File: src/source/pcs_rx_pkg.sv
// fixed four-lane build; block bit 0 is the earliest received bit and the sync header sits in bits 65:64
package pcs_rx_pkg;

    // lane and block geometry
    localparam int N_LANES       = 4;
    localparam int NB_BLOCK      = 66;
    localparam int NB_SH         = 2;
    localparam int NB_PAYLOAD    = NB_BLOCK - NB_SH;
    localparam int NB_BLOCK_TYPE = 8;
    localparam int NB_CTRL_CHARS = NB_PAYLOAD - NB_BLOCK_TYPE;
    localparam int NB_SLIP       = 7;

    // sync header values and lock limits
    localparam logic [NB_SH-1:0] SH_DATA = 2'b01;
    localparam logic [NB_SH-1:0] SH_CTRL = 2'b10;
    localparam int SH_LOCK_COUNT    = 64;
    localparam int SH_WINDOW        = 1024;
    localparam int SH_INVALID_LIMIT = 65;
    localparam int NB_LOCK_CNT      = $clog2(SH_LOCK_COUNT + 1);
    localparam int NB_WINDOW_CNT    = $clog2(SH_WINDOW);
    localparam int NB_INVALID_CNT   = $clog2(SH_INVALID_LIMIT + 1);

    // x^58 + x^39 + 1, state width equals the high tap
    localparam int SCR_TAP_HI = 58;
    localparam int SCR_TAP_LO = 39;

    // idle control block and mismatch counter
    localparam logic [NB_BLOCK_TYPE-1:0] IDLE_BLOCK_TYPE = 8'h1e;
    localparam int NB_MISMATCH = 32;
    localparam int NB_LANE_SUM = $clog2(N_LANES + 1);

    typedef struct packed {
        logic [NB_SH-1:0]      sh;
        logic [NB_PAYLOAD-1:0] payload;
    } pcs_data_view_t;

    // block type is the byte right under the header
    typedef struct packed {
        logic [NB_SH-1:0]         sh;
        logic [NB_BLOCK_TYPE-1:0] block_type;
        logic [NB_CTRL_CHARS-1:0] chars;
    } pcs_ctrl_view_t;

    typedef union packed {
        pcs_data_view_t data;
        pcs_ctrl_view_t ctrl;
    } pcs_block_t;

endpackage
File: src/source/pcs_rx_front.sv
// no back-pressure; i_valid must be a one-cycle strobe and the mode inputs static while running
`timescale 1ns/1ps

module pcs_rx_front
(
    input  logic                                               i_clock,
    input  logic                                               i_reset,
    input  logic                                               i_valid,
    input  logic [pcs_rx_pkg::N_LANES*pcs_rx_pkg::NB_BLOCK-1:0] i_phy_data,
    input  logic                                               i_descrambler_bypass,
    input  logic                                               i_idle_pattern_mode,
    input  logic                                               i_read_block_lock,
    input  logic                                               i_read_mismatch,
    output logic [pcs_rx_pkg::N_LANES-1:0]                     o_block_lock,
    output logic [pcs_rx_pkg::N_LANES-1:0]                     o_lock_latched,
    output logic [pcs_rx_pkg::NB_MISMATCH-1:0]                 o_mismatch_count
);

    // block sync to descrambler
    pcs_rx_pkg::pcs_block_t [pcs_rx_pkg::N_LANES-1:0] sync_blocks;
    logic [pcs_rx_pkg::N_LANES-1:0]                   sync_valid;

    // descrambler to checker
    pcs_rx_pkg::pcs_block_t [pcs_rx_pkg::N_LANES-1:0] descr_blocks;
    logic [pcs_rx_pkg::N_LANES-1:0]                   descr_valid;

    logic clear_mismatch;

    genvar lane;
    generate
        for (lane = 0; lane < pcs_rx_pkg::N_LANES; lane++)
        begin : g_lane
            block_sync_lane u_block_sync
            (
                .i_clock (i_clock),
                .i_reset (i_reset),
                .i_valid (i_valid),
                .i_raw   (i_phy_data[lane*pcs_rx_pkg::NB_BLOCK +: pcs_rx_pkg::NB_BLOCK]),
                .o_block (sync_blocks[lane]),
                .o_valid (sync_valid[lane]),
                .o_lock  (o_block_lock[lane])
            );

            descrambler_lane u_descrambler
            (
                .i_clock  (i_clock),
                .i_reset  (i_reset),
                .i_valid  (sync_valid[lane]),
                .i_block  (sync_blocks[lane]),
                .i_bypass (i_descrambler_bypass),
                .o_block  (descr_blocks[lane]),
                .o_valid  (descr_valid[lane])
            );
        end
    endgenerate

    idle_pattern_checker u_checker
    (
        .i_clock       (i_clock),
        .i_reset       (i_reset),
        .i_valid       (descr_valid),
        .i_blocks      (descr_blocks),
        .i_lock        (o_block_lock),
        .i_enable_idle (i_idle_pattern_mode),
        .i_clear       (clear_mismatch),
        .o_count       (o_mismatch_count)
    );

    cor_status u_cor_status
    (
        .i_clock           (i_clock),
        .i_reset           (i_reset),
        .i_lock            (o_block_lock),
        .i_read_block_lock (i_read_block_lock),
        .i_read_mismatch   (i_read_mismatch),
        .o_lock_latched    (o_lock_latched),
        .o_clear_mismatch  (clear_mismatch)
    );

endmodule

File: src/source/cor_status.sv
// only the rising edge of a read pulse acts; a held read pulse does nothing after its first cycle
`timescale 1ns/1ps

module cor_status
(
    input  logic                           i_clock,
    input  logic                           i_reset,
    input  logic [pcs_rx_pkg::N_LANES-1:0] i_lock,
    input  logic                           i_read_block_lock,
    input  logic                           i_read_mismatch,
    output logic [pcs_rx_pkg::N_LANES-1:0] o_lock_latched,
    output logic                           o_clear_mismatch
);

    logic                           read_block_lock_d;
    logic                           read_mismatch_d;
    logic                           block_lock_edge;
    logic [pcs_rx_pkg::N_LANES-1:0] lock_latched_q;

    always_ff @(posedge i_clock)
    begin
        if (i_reset)
        begin
            read_block_lock_d <= 1'b0;
            read_mismatch_d   <= 1'b0;
        end
        else
        begin
            read_block_lock_d <= i_read_block_lock;
            read_mismatch_d   <= i_read_mismatch;
        end
    end

    assign block_lock_edge  = i_read_block_lock & ~read_block_lock_d;
    assign o_clear_mismatch = i_read_mismatch & ~read_mismatch_d;

    // latched low, reload from live bits on a read
    always_ff @(posedge i_clock)
    begin
        if (i_reset)
            lock_latched_q <= '0;
        else if (block_lock_edge)
            lock_latched_q <= i_lock;
        else
            lock_latched_q <= lock_latched_q & i_lock;
    end

    // a drop shows in the same cycle as the live bit
    assign o_lock_latched = lock_latched_q & i_lock;

endmodule

File: src/source/idle_pattern_checker.sv
// counts only in idle mode on valid, locked lanes; saturates at all ones, clear wins over any hits
`timescale 1ns/1ps

module idle_pattern_checker
(
    input  logic                                          i_clock,
    input  logic                                          i_reset,
    input  logic [pcs_rx_pkg::N_LANES-1:0]                i_valid,
    input  pcs_rx_pkg::pcs_block_t [pcs_rx_pkg::N_LANES-1:0] i_blocks,
    input  logic [pcs_rx_pkg::N_LANES-1:0]                i_lock,
    input  logic                                          i_enable_idle,
    input  logic                                          i_clear,
    output logic [pcs_rx_pkg::NB_MISMATCH-1:0]            o_count
);

    logic [pcs_rx_pkg::N_LANES-1:0]     lane_idle;
    logic [pcs_rx_pkg::N_LANES-1:0]     lane_hit;
    logic [pcs_rx_pkg::NB_LANE_SUM-1:0] hit_sum;
    logic [pcs_rx_pkg::NB_MISMATCH:0]   count_sum;

    always_comb
    begin
        hit_sum = '0;
        for (int lane = 0; lane < pcs_rx_pkg::N_LANES; lane++)
        begin
            // idle is control header, type 1e and every control character zero
            lane_idle[lane] = (i_blocks[lane].ctrl.sh == pcs_rx_pkg::SH_CTRL) &&
                              (i_blocks[lane].ctrl.block_type == pcs_rx_pkg::IDLE_BLOCK_TYPE) &&
                              (i_blocks[lane].ctrl.chars == '0);
            lane_hit[lane]  = i_enable_idle && i_valid[lane] && i_lock[lane] && !lane_idle[lane];
            hit_sum = hit_sum + pcs_rx_pkg::NB_LANE_SUM'(lane_hit[lane]);
        end
    end

    // one spare bit on top catches the overflow
    assign count_sum = {1'b0, o_count} +
                       {{(pcs_rx_pkg::NB_MISMATCH + 1 - pcs_rx_pkg::NB_LANE_SUM){1'b0}}, hit_sum};

    always_ff @(posedge i_clock)
    begin
        if (i_reset)
            o_count <= '0;
        else if (i_clear)
            o_count <= '0;
        else if (count_sum[pcs_rx_pkg::NB_MISMATCH])
            o_count <= '1;
        else
            o_count <= count_sum[pcs_rx_pkg::NB_MISMATCH-1:0];
    end

endmodule

File: src/source/descrambler_lane.sv
// payload only, header is untouched; state keeps advancing on scrambled bits even in bypass
`timescale 1ns/1ps

module descrambler_lane
(
    input  logic                   i_clock,
    input  logic                   i_reset,
    input  logic                   i_valid,
    input  pcs_rx_pkg::pcs_block_t i_block,
    input  logic                   i_bypass,
    output pcs_rx_pkg::pcs_block_t o_block,
    output logic                   o_valid
);

    logic [pcs_rx_pkg::SCR_TAP_HI-1:0] scr_state;
    logic [pcs_rx_pkg::SCR_TAP_HI-1:0] scr_walk;
    logic [pcs_rx_pkg::SCR_TAP_HI-1:0] scr_state_next;
    logic [pcs_rx_pkg::NB_PAYLOAD-1:0] clear_payload;

    // bit 0 of the state is the most recently received bit
    always_comb
    begin
        scr_walk = scr_state;
        for (int i = 0; i < pcs_rx_pkg::NB_PAYLOAD; i++)
        begin
            clear_payload[i] = i_block.data.payload[i] ^
                               scr_walk[pcs_rx_pkg::SCR_TAP_LO-1] ^
                               scr_walk[pcs_rx_pkg::SCR_TAP_HI-1];
            scr_walk = {scr_walk[pcs_rx_pkg::SCR_TAP_HI-2:0], i_block.data.payload[i]};
        end
        scr_state_next = scr_walk;
    end

    always_ff @(posedge i_clock)
    begin
        if (i_reset)
        begin
            scr_state <= '0;
            o_valid   <= 1'b0;
        end
        else
        begin
            o_valid <= i_valid;
            if (i_valid)
                scr_state <= scr_state_next;
        end
    end

    always_ff @(posedge i_clock)
    begin
        if (i_valid)
        begin
            o_block.data.sh      <= i_block.data.sh;
            o_block.data.payload <= i_bypass ? i_block.data.payload : clear_payload;
        end
    end

endmodule

File: src/source/block_sync_lane.sv
// lock needs SH_LOCK_COUNT good headers in a row; slip moves one bit per bad header while unlocked
`timescale 1ns/1ps

module block_sync_lane
(
    input  logic                            i_clock,
    input  logic                            i_reset,
    input  logic                            i_valid,
    input  logic [pcs_rx_pkg::NB_BLOCK-1:0] i_raw,
    output pcs_rx_pkg::pcs_block_t          o_block,
    output logic                            o_valid,
    output logic                            o_lock
);

    logic [pcs_rx_pkg::NB_BLOCK-1:0]       prev_raw;
    logic [2*pcs_rx_pkg::NB_BLOCK-1:0]     raw_pair;
    pcs_rx_pkg::pcs_block_t                cand_block;
    logic                                  sh_ok;
    logic [pcs_rx_pkg::NB_SLIP-1:0]        slip;
    logic [pcs_rx_pkg::NB_SLIP-1:0]        slip_next;
    logic [pcs_rx_pkg::NB_LOCK_CNT-1:0]    good_cnt;
    logic [pcs_rx_pkg::NB_WINDOW_CNT-1:0]  window_cnt;
    logic [pcs_rx_pkg::NB_INVALID_CNT-1:0] invalid_cnt;

    // older word in the low half, so offset 0 picks the previous word as is
    assign raw_pair   = {i_raw, prev_raw};
    assign cand_block = raw_pair[slip +: pcs_rx_pkg::NB_BLOCK];

    assign sh_ok = (cand_block.data.sh == pcs_rx_pkg::SH_DATA) ||
                   (cand_block.data.sh == pcs_rx_pkg::SH_CTRL);

    // offset wraps after 65
    assign slip_next = (slip == pcs_rx_pkg::NB_SLIP'(pcs_rx_pkg::NB_BLOCK - 1)) ?
                       '0 : slip + 1'b1;

    always_ff @(posedge i_clock)
    begin
        if (i_valid)
        begin
            prev_raw <= i_raw;
            o_block  <= cand_block;
        end
    end

    always_ff @(posedge i_clock)
    begin
        if (i_reset)
            o_valid <= 1'b0;
        else
            o_valid <= i_valid;
    end

    always_ff @(posedge i_clock)
    begin
        if (i_reset)
        begin
            o_lock      <= 1'b0;
            slip        <= '0;
            good_cnt    <= '0;
            window_cnt  <= '0;
            invalid_cnt <= '0;
        end
        else if (i_valid)
        begin
            if (!o_lock)
            begin
                window_cnt  <= '0;
                invalid_cnt <= '0;
                if (!sh_ok)
                begin
                    good_cnt <= '0;
                    slip     <= slip_next;
                end
                else if (good_cnt == pcs_rx_pkg::NB_LOCK_CNT'(pcs_rx_pkg::SH_LOCK_COUNT - 1))
                begin
                    o_lock   <= 1'b1;
                    good_cnt <= '0;
                end
                else
                begin
                    good_cnt <= good_cnt + 1'b1;
                end
            end
            else
            begin
                // too many bad headers in this window, drop lock and hunt again
                if (!sh_ok && (invalid_cnt ==
                    pcs_rx_pkg::NB_INVALID_CNT'(pcs_rx_pkg::SH_INVALID_LIMIT - 1)))
                begin
                    o_lock      <= 1'b0;
                    slip        <= slip_next;
                    window_cnt  <= '0;
                    invalid_cnt <= '0;
                end
                else if (window_cnt == pcs_rx_pkg::NB_WINDOW_CNT'(pcs_rx_pkg::SH_WINDOW - 1))
                begin
                    window_cnt  <= '0;
                    invalid_cnt <= '0;
                end
                else
                begin
                    window_cnt <= window_cnt + 1'b1;
                    if (!sh_ok)
                        invalid_cnt <= invalid_cnt + 1'b1;
                end
            end
        end
    end

endmodule

File: config.mk
export PLATFORM = sky130hd
export DESIGN_NAME = pcs_rx_front
export DESIGN_NICKNAME = d
export VERILOG_FILES = /design/src/source/pcs_rx_pkg.sv /design/src/source/pcs_rx_front.sv /design/src/source/cor_status.sv /design/src/source/idle_pattern_checker.sv /design/src/source/descrambler_lane.sv /design/src/source/block_sync_lane.sv
export SDC_FILE = /design/constraint.sdc
export NUM_CORES = 2
export LEC_CHECK = 0
export ABC_AREA = 0
export BUFFER_PORTS_ARGS = -buffer_cell sky130_fd_sc_hd__buf_2
export CORE_ASPECT_RATIO = 1.1
export CORE_MARGIN = 2
export CORE_UTILIZATION = 64
export CTS_CLUSTER_SIZE = 25
export DETAILED_ROUTE_END_ITERATION = 10
export PLACE_DENSITY = 0.82
export SYNTH_ARGS = -nofsm -noshare
export SYNTH_HDL_FRONTEND = slang
export SYNTH_HIERARCHICAL = 1
export SYNTH_SLANG_ARGS = --single-unit
File: constraint.sdc
create_clock -name i_clock -period 4.97 [get_ports i_clock]
set_clock_uncertainty 0.1 [all_clocks]
set_input_delay 0.497 -clock i_clock [delete_from_list [all_inputs] [get_ports i_clock]]
set_output_delay 0.497 -clock i_clock [all_outputs]
set_load 0.01 [all_outputs]
==> metrics.cfg <==
[outcome]
outcome=completed

[sta]
finalHoldViolCount=0
slew_headroom_pct=20.24
worstMarginPinSlew_ns=1.196
drv_slew=0
finalCriticalPeriod_ns=4.790
hold_ws_ns=0.03643
fin_crit_sh_pct=96.38
max_freq_mhz=208.8
finalSetupViolations=0
finalSetupTns_ns=0
rsz0062_at_grt=false

[synth]
synthFlopType=edfxtp_1
ys_ff_latch=1198
synth_area_mm2=0.08517
synth_edf_count=792
syn_inst=8134
yosysSeqAreaShare_pct=37.47
ys_types=74
avgSynthCellArea_um2=10.47
synth_nets=8433
async_flop_share_pct=0
yosysWarnings=6

[global_routing]
grt_pass1_wl_mm=431.9
grt_pass1_vias=67030
grt_max_degree=125
grt.overflow.total=0
grt.total_usage_pct=42.35
antenna_found_initial=61

[worst_setup_path]
start_kind=register
arrival_ns=5.38
endpoint=u_checker/o_count[17]$_SDFF_PP0_
slowest_delay_ns=0.54
rr_worst_depth=15
startpoint=g_lane[2].u_descrambler/o_block[63]$_DFFE_PP_
reg2reg_from=g_lane[2].u_descrambler/o_block[63]$_DFFE_PP_
path_buf_inv=2
timing.critical_path.max_delay_family=simple AND/OR/NAND/NOR gates
rrSetupSlack_ns=0.18
cp_max_fo=27
cp_cell_sequence=nor4b_1 > nand4_1 > nor4_2 > nand4_1 > nand4_1 > fa_1 > inv_1 > fa_1 > fa_1 > nand3_1 > nor4_2 > and3_2 > nand2b_1 > buf_4 > a21oi_1
slowest_stage=nand4_1
path_class=reg -> reg
end_kind=register
path_depth=15
cp_data_required_time_ns=5.56
rr_endpoint=u_checker/o_count[17]$_SDFF_PP0_

[drt]
wl_per_cell_um=28.51
drt-total-wl_mm=293.1
vias=71110
avgViaCountPerCell=6.918
drc_errors=0
drt-pass1-iter-count=8
route.antenna.remaining_nets=0
drtIter0Drc=11170

[placement]
place_congestion=1.084
io_buffers=310
placed_area_mm2=0.08755
place.detailed.hpwl_mm=216.1

[die]
dieArea_mm2=0.1360
core_mm2=0.1323
die_y_um=386.6
io_pins=311
die_w_um=351.8
rows=140
initial_utilization_pct=64.40

[cts]
htreeDepth=3
clock_sinks=1198
tritoncts=built
cts_setup_buffers=0
cts_buffers=120
clk_pin_slew_ns=0.08
clockRootBuffer=clkbuf_16
clk_path_buf_depth=3
worstSkewPairLatency_ns=0.78

[power_and_ir_drop]
power.density_mw_per_mm2=329.7
power_uw=31140
vdd_ir_drop_max_mv=0.3796
p_leak_uw=0.03699

[layout]
drive_gt1_share_pct=19.03
area_delta_synth_final_pct=10.89
finalNetCount=8645
final_area_mm2=0.09445

[hold_path]
worstHoldPathType=in -> reg

[flow_run]
maxCapViolCount=0

how the worst min path moves through the flow:
| stage | start | endpoint | cells after the start |
|---|---|---|---|
| 6_report | i_valid | g_lane[2].u_block_sync/o_block[57]$_DFFE_PP_ | 1 |
| 5_1_grt | i_valid | g_lane[2].u_block_sync/o_block[22]$_DFFE_PP_ | 1 |
| 4_1_cts | i_valid | g_lane[2].u_block_sync/o_block[38]$_DFFE_PP_ | 1 |
| 3_5_place_dp | g_lane[0].u_block_sync/o_block[64]$_DFFE_PP_ | g_lane[0].u_descrambler/o_block[64]$_DFFE_PP_ | 0 |
| 3_3_place_gp | g_lane[3].u_block_sync/o_block[65]$_DFFE_PP_ | g_lane[3].u_descrambler/o_block[65]$_DFFE_PP_ | 0 |
| 2_1_floorplan | g_lane[0].u_block_sync/o_block[64]$_DFFE_PP_ | g_lane[0].u_descrambler/o_block[64]$_DFFE_PP_ | 0 |
power by group:
| part | total [uW] | switching, uW | internal [uW] |
|---|---|---|---|
| clock | 9440 | 4110 | 5330 |
| combinational | 9030 | 5340 | 3690 |
| sequential | 12700 | 975 | 11700 |
| total | 31100 | 10400 | 20700 |
sequential cells by signal, indices dropped and copies added (netlist names):
| register | flops |
|---|---|
| g_lane.u_block_sync/invalid_cnt | 28 |
| g_lane.u_block_sync/prev_raw | 264 |
| g_lane.u_block_sync/good_cnt | 28 |
| g_lane.u_descrambler/o_block | 264 |
| u_cor_status/read_mismatch_d | 1 |
| g_lane.u_block_sync/o_block | 264 |
| g_lane.u_block_sync/o_valid | 4 |
| g_lane.u_block_sync/o_lock | 4 |
| u_cor_status/read_block_lock_d | 1 |
| g_lane.u_descrambler/o_valid | 4 |
| g_lane.u_block_sync/slip | 28 |
| u_cor_status/lock_latched_q | 4 |
| g_lane.u_descrambler/scr_state | 232 |
| u_checker/o_count | 32 |
| g_lane.u_block_sync/window_cnt | 40 |
per-stage QoR:
step,util (%),std cells,worst slack (ns)
4_1_cts,71.31,10230,0.1865
2_1_floorplan,-,8134,1.365
6_report,71.41,10280,0.1798
3_3_place_gp,66.20,9733,0.3492
3_5_place_dp,66.20,9733,0.2902
5_1_grt,71.36,10250,0.06168
per-layer routing:
metal / up-vias / wire [um] / track usage, %
met2: 5148 / 129300 / 63.04
met5: - / 200 / 0
li1: 30560 / - / -
met1: 34300 / 106100 / 55.96
met3: 1067 / 35570 / 10.13
met4: 28 / 21920 / 26.07
synthesized netlist by cell type (46+ instances only):
| cell type | number | area (um^2) |
|---|---|---|
| nand2_1 | 1249 | 4688 |
| mux2i_1 | 1113 | 11140 |
| edfxtp_1 | 792 | 23780 |
| nor2_1 | 778 | 2920 |
| mux4_2 | 576 | 12970 |
| o21ai_0 | 453 | 2267 |
| dfxtp_1 | 406 | 8128 |
| mux2_2 | 312 | 3513 |
| clkbuf_1 | 288 | 1081 |
| xnor2_1 | 280 | 2452 |
| xor2_1 | 280 | 2452 |
| a21oi_1 | 219 | 1096 |
| buf_1 | 156 | 585.6 |
| buf_2 | 140 | 700.7 |
| o22ai_1 | 132 | 825.8 |
| inv_1 | 114 | 427.9 |
| nand3_1 | 100 | 500.5 |
| nor4_1 | 77 | 481.7 |
| a31oi_1 | 50 | 312.8 |
| a211oi_1 | 46 | 345.3 |
cell usage in the layout, fill, tap and decap left out, types with 307 or more instances in the layout:
cell	count
mux4_2	576
nor2_1	778
nand2_1	1249
mux2_2	312
o21ai_0	453
edfxtp_1	792
dfxtp_1	374
mux2i_1	1113
buf_2	307
cell families after synthesis:
family                   count (synthesis)  synth area share, %
AND/OR/NAND/NOR                       2478                12.28
multiplexers                          2001                32.44
flip-flops                            1198                37.47
AO/OA/AOI/OAI                         1125                7.853
buffers and inverters                  744                3.774
XOR/XNOR                               560                5.759
adder cells (fa/ha/maj)                 28               0.4378
repair_timing:
item,CTS,global route
setup endpoints to repair,0,6
hold buffers,266,0
resized for setup,0,2
hold endpoints to repair,266,0
area by class of cell:
type / count / area [um^2]
repair buffers: 712 / 5451
fillers: 9247 / 37810
inverters: 122 / 488.0
clock inverters: 71 / 842.1
diodes: 52 / 130.1
flip-flops and latches: 1198 / 32010
well taps: 1775 / 2221
clock buffers: 156 / 3251
multi-input cells: 6192 / 50060
(Power assumes the default switching activity.)
